## src/design/mipsPkg.sv

```systemverilog
//~~~~~~~~~~~~~~~~~~~~~~~~~~~~~~~~~~~~~~~~~~~~~~~~~~~~~~~~~~
// shared definitions for the MIPS32 decode/execute pipeline
// word width, opcode and ALU function enums
// decode control struct
//~~~~~~~~~~~~~~~~~~~~~~~~~~~~~~~~~~~~~~~~~~~~~~~~~~~~~~~~~~
package mipsPkg;

    localparam int wordW = 32;

    // function field of mul under SPECIAL2
    localparam logic [5:0] special2Mul = 6'h02;

    typedef enum logic [5:0] {
        RTYPE    = 6'h00,
        J        = 6'h02,
        JAL      = 6'h03,
        BEQ      = 6'h04,
        BNE      = 6'h05,
        ADDIU    = 6'h09,
        SLTI     = 6'h0a,
        ANDI     = 6'h0c,
        ORI      = 6'h0d,
        XORI     = 6'h0e,
        LUI      = 6'h0f,
        SPECIAL2 = 6'h1c,
        LW       = 6'h23,
        SW       = 6'h2b
    } opcodeE;

    // R-type function codes, MUL moved to a free slot
    typedef enum logic [5:0] {
        SLL  = 6'h00,
        SRL  = 6'h02,
        SRA  = 6'h03,
        MUL  = 6'h18,
        ADDU = 6'h21,
        SUBU = 6'h23,
        AND  = 6'h24,
        OR   = 6'h25,
        XOR  = 6'h26,
        NOR  = 6'h27,
        SLT  = 6'h2a
    } funcE;

    typedef struct packed {
        logic branch;
        logic branchNe;
        logic jump;
        logic link;
        logic memRead;
        logic memtoReg;
        logic memWrite;
        logic aluSrc;
        logic regWrite;
        logic regDst;
        logic mulOp;
        logic shiftImm;
        logic luiSel;
        logic unsignedImm;
        funcE aluFunc;
    } ctrlT;

endpackage

```

## src/design/decExIf.sv

```systemverilog
//~~~~~~~~~~~~~~~~~~~~~~~~~~~~~~~~~~~~~~~~~~~~~~~~~~~~~~~~~~
// decode to execute pipeline register bundle
// modport dec drives, modport ex reads
//~~~~~~~~~~~~~~~~~~~~~~~~~~~~~~~~~~~~~~~~~~~~~~~~~~~~~~~~~~
`timescale 1ns/1ps

interface decExIf;

    logic                       valid;
    mipsPkg::ctrlT              ctrl;
    logic [4:0]                 rsAddr;
    logic [4:0]                 rtAddr;
    logic [mipsPkg::wordW-1:0]  rsData;
    logic [mipsPkg::wordW-1:0]  rtData;
    logic [mipsPkg::wordW-1:0]  immData;
    logic [4:0]                 shamt;
    // final write register, rt, rd or r31
    logic [4:0]                 destAddr;
    logic [mipsPkg::wordW-1:0]  pcInc;
    logic [mipsPkg::wordW-1:0]  jumpTarget;

    modport dec (
        output valid, ctrl, rsAddr, rtAddr, rsData, rtData,
               immData, shamt, destAddr, pcInc, jumpTarget
    );

    modport ex (
        input  valid, ctrl, rsAddr, rtAddr, rsData, rtData,
               immData, shamt, destAddr, pcInc, jumpTarget
    );

endinterface

```

## src/design/mipsControl.sv

```systemverilog
//~~~~~~~~~~~~~~~~~~~~~~~~~~~~~~~~~~~~~~~~~~~~~~~~~~~~~~~~~~
// main and function decoder
// opcode and function code to control struct
// unsupported encodings decode as a no-op
//~~~~~~~~~~~~~~~~~~~~~~~~~~~~~~~~~~~~~~~~~~~~~~~~~~~~~~~~~~
`timescale 1ns/1ps

module mipsControl (
    input  mipsPkg::opcodeE opCode,
    input  logic [5:0]      funcCode,
    output mipsPkg::ctrlT   ctrl
);

    always_comb begin
        ctrl = '0;
        case (opCode)
            mipsPkg::RTYPE: begin
                case (funcCode)
                    mipsPkg::SLL, mipsPkg::SRL, mipsPkg::SRA: begin
                        ctrl.regDst   = 1'b1;
                        ctrl.regWrite = 1'b1;
                        ctrl.shiftImm = 1'b1;
                        ctrl.aluFunc  = mipsPkg::funcE'(funcCode);
                    end
                    mipsPkg::ADDU, mipsPkg::SUBU, mipsPkg::AND, mipsPkg::OR,
                    mipsPkg::XOR, mipsPkg::NOR, mipsPkg::SLT: begin
                        ctrl.regDst   = 1'b1;
                        ctrl.regWrite = 1'b1;
                        ctrl.aluFunc  = mipsPkg::funcE'(funcCode);
                    end
                    default: ctrl = '0;
                endcase
            end
            mipsPkg::SPECIAL2: begin
                if (funcCode == mipsPkg::special2Mul) begin
                    ctrl.regDst   = 1'b1;
                    ctrl.regWrite = 1'b1;
                    ctrl.mulOp    = 1'b1;
                    ctrl.aluFunc  = mipsPkg::MUL;
                end
            end
            mipsPkg::ADDIU: begin
                ctrl.aluSrc   = 1'b1;
                ctrl.regWrite = 1'b1;
                ctrl.aluFunc  = mipsPkg::ADDU;
            end
            mipsPkg::SLTI: begin
                ctrl.aluSrc   = 1'b1;
                ctrl.regWrite = 1'b1;
                ctrl.aluFunc  = mipsPkg::SLT;
            end
            mipsPkg::ANDI, mipsPkg::ORI, mipsPkg::XORI: begin
                ctrl.aluSrc      = 1'b1;
                ctrl.regWrite    = 1'b1;
                ctrl.unsignedImm = 1'b1;
                if (opCode == mipsPkg::ANDI) begin
                    ctrl.aluFunc = mipsPkg::AND;
                end else if (opCode == mipsPkg::ORI) begin
                    ctrl.aluFunc = mipsPkg::OR;
                end else begin
                    ctrl.aluFunc = mipsPkg::XOR;
                end
            end
            // rs is r0 for lui, so or passes the shifted immediate
            mipsPkg::LUI: begin
                ctrl.aluSrc   = 1'b1;
                ctrl.regWrite = 1'b1;
                ctrl.luiSel   = 1'b1;
                ctrl.aluFunc  = mipsPkg::OR;
            end
            mipsPkg::LW: begin
                ctrl.aluSrc   = 1'b1;
                ctrl.regWrite = 1'b1;
                ctrl.memRead  = 1'b1;
                ctrl.memtoReg = 1'b1;
                ctrl.aluFunc  = mipsPkg::ADDU;
            end
            mipsPkg::SW: begin
                ctrl.aluSrc   = 1'b1;
                ctrl.memWrite = 1'b1;
                ctrl.aluFunc  = mipsPkg::ADDU;
            end
            mipsPkg::BEQ, mipsPkg::BNE: begin
                ctrl.branch   = 1'b1;
                ctrl.branchNe = (opCode == mipsPkg::BNE);
                ctrl.aluFunc  = mipsPkg::SUBU;
            end
            mipsPkg::J: begin
                ctrl.jump = 1'b1;
            end
            mipsPkg::JAL: begin
                ctrl.jump     = 1'b1;
                ctrl.link     = 1'b1;
                ctrl.regWrite = 1'b1;
            end
            default: ctrl = '0;
        endcase
    end

endmodule

```

## src/design/regFile.sv

```systemverilog
//~~~~~~~~~~~~~~~~~~~~~~~~~~~~~~~~~~~~~~~~~~~~~~~~~~~~~~~~~~
// 32 x 32 register file, two read ports, one write port
// r0 reads zero, write data bypasses to the read ports
//~~~~~~~~~~~~~~~~~~~~~~~~~~~~~~~~~~~~~~~~~~~~~~~~~~~~~~~~~~
`timescale 1ns/1ps

module regFile (
    input  logic                      Clock,
    input  logic                      rstN,
    input  logic                      wbWrite,
    input  logic [4:0]                wbAddr,
    input  logic [mipsPkg::wordW-1:0] wbData,
    input  logic [4:0]                rsAddr,
    input  logic [4:0]                rtAddr,
    output logic [mipsPkg::wordW-1:0] rsData,
    output logic [mipsPkg::wordW-1:0] rtData
);

    logic [mipsPkg::wordW-1:0] regs [32];

    always_ff @(posedge Clock) begin
        if (!rstN) begin
            for (int i = 0; i < 32; i++) begin
                regs[i] <= '0;
            end
        end else if (wbWrite && wbAddr != 5'd0) begin
            regs[wbAddr] <= wbData;
        end
    end

    // write-through so the stage two behind needs no forwarding
    always_comb begin
        if (rsAddr == 5'd0) begin
            rsData = '0;
        end else if (wbWrite && wbAddr == rsAddr) begin
            rsData = wbData;
        end else begin
            rsData = regs[rsAddr];
        end

        if (rtAddr == 5'd0) begin
            rtData = '0;
        end else if (wbWrite && wbAddr == rtAddr) begin
            rtData = wbData;
        end else begin
            rtData = regs[rtAddr];
        end
    end

endmodule

```

## src/design/decodeStage.sv

```systemverilog
//~~~~~~~~~~~~~~~~~~~~~~~~~~~~~~~~~~~~~~~~~~~~~~~~~~~~~~~~~~
// decode stage
// control decode, register read, immediate forming,
// destination select and the decode/execute register
//~~~~~~~~~~~~~~~~~~~~~~~~~~~~~~~~~~~~~~~~~~~~~~~~~~~~~~~~~~
`timescale 1ns/1ps

module decodeStage (
    input  logic                      Clock,
    input  logic                      rstN,
    input  logic [mipsPkg::wordW-1:0] instr,
    input  logic                      instrValid,
    input  logic [mipsPkg::wordW-1:0] pcInc,
    input  logic                      wbWrite,
    input  logic [4:0]                wbAddr,
    input  logic [mipsPkg::wordW-1:0] wbData,
    decExIf.dec                       dx
);

    logic [4:0]                rsAddr;
    logic [4:0]                rtAddr;
    logic [4:0]                rdAddr;
    logic [15:0]               imm16;
    logic [mipsPkg::wordW-1:0] rsData;
    logic [mipsPkg::wordW-1:0] rtData;
    logic [mipsPkg::wordW-1:0] immData;
    logic [4:0]                destAddr;
    mipsPkg::ctrlT             ctrlDec;
    mipsPkg::ctrlT             ctrlGated;

    assign rsAddr = instr[25:21];
    assign rtAddr = instr[20:16];
    assign rdAddr = instr[15:11];
    assign imm16  = instr[15:0];

    mipsControl uControl (
        .opCode  (mipsPkg::opcodeE'(instr[31:26])),
        .funcCode(instr[5:0]),
        .ctrl    (ctrlDec)
    );

    regFile uRegFile (
        .Clock  (Clock),
        .rstN   (rstN),
        .wbWrite(wbWrite),
        .wbAddr (wbAddr),
        .wbData (wbData),
        .rsAddr (rsAddr),
        .rtAddr (rtAddr),
        .rsData (rsData),
        .rtData (rtData)
    );

    // lui places the field high, logic ops zero-extend, rest sign-extend
    assign immData = ctrlDec.luiSel      ? {imm16, 16'h0000} :
                     ctrlDec.unsignedImm ? {16'h0000, imm16} :
                                           {{16{imm16[15]}}, imm16};

    assign destAddr = ctrlDec.link   ? 5'd31  :
                      ctrlDec.regDst ? rdAddr : rtAddr;

    // writes to r0 are dropped here, e.g. the sll nop
    always_comb begin
        ctrlGated          = ctrlDec;
        ctrlGated.regWrite = ctrlDec.regWrite && (destAddr != 5'd0);
    end

    always_ff @(posedge Clock) begin
        if (!rstN) begin
            dx.valid <= 1'b0;
            dx.ctrl  <= '0;
        end else begin
            dx.valid <= instrValid;
            dx.ctrl  <= instrValid ? ctrlGated : '0;
        end
    end

    always_ff @(posedge Clock) begin
        dx.rsAddr     <= rsAddr;
        dx.rtAddr     <= rtAddr;
        dx.rsData     <= rsData;
        dx.rtData     <= rtData;
        dx.immData    <= immData;
        dx.shamt      <= instr[10:6];
        dx.destAddr   <= destAddr;
        dx.pcInc      <= pcInc;
        dx.jumpTarget <= {pcInc[31:28], instr[25:0], 2'b00};
    end

endmodule

```

## src/flat_wrapper.sv

```systemverilog
// flat-port wrapper written by rule: the top's interface ports become plain ports
module decodeStage_flat 
  (Clock, rstN, instr, instrValid, pcInc, wbWrite, wbAddr, wbData, dx_valid, dx_ctrl, dx_rsAddr, dx_rtAddr, dx_rsData, dx_rtData, dx_immData, dx_shamt, dx_destAddr, dx_pcInc, dx_jumpTarget);
  decExIf dx_i ();
  input  logic Clock;
  input  logic rstN;
  input  logic [mipsPkg::wordW-1:0] instr;
  input  logic instrValid;
  input  logic [mipsPkg::wordW-1:0] pcInc;
  input  logic wbWrite;
  input  logic [4:0] wbAddr;
  input  logic [mipsPkg::wordW-1:0] wbData;
  output wire logic [$bits(dx_i.valid)-1:0] dx_valid;
  output wire logic [$bits(dx_i.ctrl)-1:0] dx_ctrl;
  output wire logic [$bits(dx_i.rsAddr)-1:0] dx_rsAddr;
  output wire logic [$bits(dx_i.rtAddr)-1:0] dx_rtAddr;
  output wire logic [$bits(dx_i.rsData)-1:0] dx_rsData;
  output wire logic [$bits(dx_i.rtData)-1:0] dx_rtData;
  output wire logic [$bits(dx_i.immData)-1:0] dx_immData;
  output wire logic [$bits(dx_i.shamt)-1:0] dx_shamt;
  output wire logic [$bits(dx_i.destAddr)-1:0] dx_destAddr;
  output wire logic [$bits(dx_i.pcInc)-1:0] dx_pcInc;
  output wire logic [$bits(dx_i.jumpTarget)-1:0] dx_jumpTarget;
  assign dx_valid = dx_i.valid;
  assign dx_ctrl = dx_i.ctrl;
  assign dx_rsAddr = dx_i.rsAddr;
  assign dx_rtAddr = dx_i.rtAddr;
  assign dx_rsData = dx_i.rsData;
  assign dx_rtData = dx_i.rtData;
  assign dx_immData = dx_i.immData;
  assign dx_shamt = dx_i.shamt;
  assign dx_destAddr = dx_i.destAddr;
  assign dx_pcInc = dx_i.pcInc;
  assign dx_jumpTarget = dx_i.jumpTarget;
  decodeStage u_core (.Clock(Clock), .rstN(rstN), .instr(instr), .instrValid(instrValid), .pcInc(pcInc), .wbWrite(wbWrite), .wbAddr(wbAddr), .wbData(wbData), .dx(dx_i));
endmodule
```

## config.mk

```make
export PLATFORM = sky130hd
export DESIGN_NAME = decodeStage_flat
export DESIGN_NICKNAME = d
export VERILOG_FILES = /design/src/design/mipsPkg.sv /design/src/design/decExIf.sv /design/src/design/mipsControl.sv /design/src/design/regFile.sv /design/src/design/decodeStage.sv /design/src/flat_wrapper.sv
export SDC_FILE = /design/constraint.sdc
export NUM_CORES = 2
export LEC_CHECK = 0
export CORE_MARGIN = 5
export CORE_UTILIZATION = 55
export CTS_CLUSTER_DIAMETER = 60
export DETAILED_ROUTE_END_ITERATION = 8
export DONT_BUFFER_PORTS = 1
export PLACE_DENSITY = 0.8
export SLEW_MARGIN = 20
export SYNTH_ARGS = -nofsm -noshare
export SYNTH_HDL_FRONTEND = slang
export SYNTH_SLANG_ARGS = --single-unit
```

## constraint.sdc

```tcl
create_clock -name Clock -period 5.3 [get_ports Clock]
set_clock_uncertainty 0.2 [all_clocks]
set_input_delay 0.53 -clock Clock [delete_from_list [all_inputs] [get_ports Clock]]
set_output_delay 0.53 -clock Clock [all_outputs]
set_load 0.005 [all_outputs]
```

==> flow_summary.toml <==
[outcome]
status = "complete, no violations"

[detailed_routing]
vias = 39402
viasPerCell = 7.12
drtIter0Drc = 6565
dr.pass1.iters = 7
ant_nets = 0
wl_um = 194000
wl_met1_um = 62700
wl_met3_um = 29800
wl_per_cell_um = 35.1
top_layer = "met5"
drc = 0
route.met2.wl_um = 86500

[cts]
cts_max_level = 4
clk_pin_slew_worst_paths_ps = 60
cts_root_buffer = "clkbuf_16"
clk_path_buf_depth = 3
tritoncts = "done"
clk_latency_ps = 770
postCtsSetupBuffers = 0
postCtsResizedCells = 0
cts_buffers = 136
clock_sinks = 1203

[power_and_ir_drop]
p_sw_share_pct = 24.0
p_per_area_mw_per_mm2 = 342
power.leakage_nw = 23.5
p_seq_share_pct = 49.3
peakVddDrop_mv = 0.315
p_clk_share_pct = 41.3
total_power_mw = 22.8
switchingPower_mw = 5.49
combPwrFrac_pct = 9.4
p_int_mw = 17.3

[grt]
grt.total_usage_pct = 33.3
grt.overflow.total = 0
grt_antenna_before_repair = 9
grt_pass1_vias = 39279
grt_max_degree = 307
grt_pass1_wl_um = 277000

[worst_setup_path]
cp_slowest_cell = "nor2_4"
worstSetupPathType = "input pin to register"
reg2reg_depth = 6
cp-end-kind = "register"
cp.depth = 6
path_buf_inv = 1
cp_top_family = "simple AND/OR/NAND/NOR gates"
worstPathCellList = "xor2_1 -> nor4_1 -> nand3_1 -> nor2_4 -> a32o_1 -> dlygate4sd3_1"
slowest_delay_ps = 860
crit_arrival_ps = 3610
crit_required_ps = 5800
start_kind = "input pin"
crit_fanout = 306

[worst_hold_path]
hold_class = "input pin to register"
hold_depth = 2

[finish]
final_common_cell = "edfxtp_1"
fin_nets = 4127
layout_common_cells = "1024 x edfxtp_1, 997 x and2_1, 408 x mux4_2"
area_growth_syn_to_layout_pct = 12.2
drive_gt1_share_pct = 20.6

[floorplanning]
row_count = 120
die_area_mm2 = 0.115
io_pins = 306
core_area_mm2 = 0.107
start_util_pct = 55.4
die_h_um = 339
die_w_um = 339

[placed_design]
dp_hpwl_um = 108000
gp_congestion = 0.917
io_buffers = 0

[synthesis]
ys_seq_area_share_pct = 57.8
async_reset_ff_share_pct = 0
synth_seq_cells = 1203
synth_cell_type_count = 63
netlist_area_mm2 = 0.0594
syn_avg_cell_area_um2 = 14.7
yosys_most_used_dff = "edfxtp_1"
synthCells = 4048
synth_warnings = 0
synth-edff-count = 1024

[timing]
tns_ps = 0
fmax_mhz = 321
slew_headroom_pct = 15.3
rsz0062_at_grt = "false"
finalSetupViolCount = 0
min_period_ps = 3110
finalHoldViolCount = 0
drv_slew = 0
tightestPinTransition_ps = 1270
layout_worst_path_cycle_share_pct = 58.7

[run]
maxCapViolations = 0
## synthesized netlist by cell type (6+ instances only)
cell / number / area (um^2)
nor2b_1: 25 / 156
buf_4: 41 / 308
or3_1: 6 / 37.5
mux2_2: 12 / 135
o221ai_1: 49 / 429
buf_1: 9 / 33.8
inv_1: 6 / 22.5
a21o_1: 24 / 180
o22ai_1: 63 / 394
dfxtp_1: 179 / 3580
nand2_1: 51 / 191
a22oi_1: 81 / 608
and2_1: 1000 / 6260
xor2_1: 6 / 52.6
nor3_1: 11 / 55.1
o21ai_0: 45 / 225
mux4_2: 408 / 9190
nor4_1: 7 / 43.8
edfxtp_1: 1024 / 30700
buf_6: 24 / 270
mux2i_1: 224 / 2240
a21oi_1: 57 / 285
a2111oi_0: 10 / 87.6
nor2_1: 56 / 210
buf_2: 82 / 410
or3b_2: 6 / 52.6
a211oi_1: 61 / 458
a32o_1: 23 / 230
a211oi_2: 14 / 175
a22o_1: 58 / 508
a211o_1: 8 / 70.1
a221oi_1: 7 / 61.3
nand3_1: 32 / 160
nand3b_1: 8 / 60.1
clkbuf_1: 287 / 1080
## layer usage
layer / track usage [%] / vias up
met2: 49.8 / 3564
met1: 41.6 / 19602
met4: 20.9 / 12
met3: 11.7 / 793
li1: - / 15431
met5: 0 / -
## layout make-up
type                            instances  area, um^2
Tap cell                             1403        1760
Clock buffer                          169        3720
Fill cell                            7431       40600
Multi-Input combinational cell       2426       23600
Inverter                                6        23.8
Timing Repair Buffer                  249        2540
Sequential cell                      1203       34300
Antenna cell                            2        5.00
Clock inverter                         73         713
## path summary, 6_finish.rpt
path | startpoint | to | slack, ps
min | instr[26] | u_core.dx.ctrl[16] | 20
max reg2reg | u_core.uRegFile.regs[30][27] | u_core.dx.rtData[27] | 2330
max | instr[21] | u_core.dx.rsData[17] | 2190
min reg2reg | u_core.uRegFile.regs[2][10] | u_core.dx.rtData[10] | 650
## what timing repair did
action	4_1_cts	5_1_grt
hold buffers	157	1
endpoints found under the setup margin	0	0
endpoints found under the hold margin	1232	1
## through the flow
stage | util [%] | setup slack, ps | cells | hold WS, ps | instance area [um^2]
after floorplan | - | 999 | 4081 | 358 | 59500
after global placement | 56.3 | 1920 | 5127 | 358 | 60300
after detailed placement | 56.3 | 1870 | 5128 | 358 | 60400
after CTS | 62.2 | 2370 | 5527 | 0.353 | 66600
after global routing | 62.2 | 2200 | 5531 | 0.823 | 66600
final | 62.2 | 2190 | 5531 | 19.3 | 66600
## worst register-to-register path: cells and delay by family, from the launching register on
family,cells,cell delay [ps]
compound gates,3,960
buf+inv,1,550
flops,1,390
mux,2,770
## power groups by stage
stage	combinational (mW)	clock [mW]	sequential, mW
2_1_floorplan	1.49	0	11.2
3_3_place_gp	1.70	0	11.4
3_5_place_dp	1.73	0	11.4
4_1_cts	2.07	9.45	11.2
5_1_grt	2.19	9.86	11.3
6_report	2.15	9.41	11.3
## logic make-up after synthesis
kind of cell / count (synthesis) / synth area share (%)
other: 1 / 0.00631
DFF: 1203 / 57.8
and+or+nand+nor: 1220 / 12.4
buffers and inverters: 452 / 3.66
xor gates and xnor gates: 10 / 0.147
muxes: 645 / 19.5
AOI/OAI and AO/OA: 517 / 6.52
## sequential cells by signal, indices dropped and copies added (netlist names)
register and flops:
u_core.dx.rtAddr 4, u_core.dx.rtData 32, u_core.dx.jumpTarget 20, u_core.dx.pcInc 29, u_core.dx.destAddr 5, u_core.dx.ctrl 19, u_core.dx.immData 32, u_core.dx.rsAddr 4
u_core.dx.valid 1, u_core.dx.shamt 1, u_core.uRegFile.regs 1024, u_core.dx.rsData 32
Power figures use the tool's default switching activity.
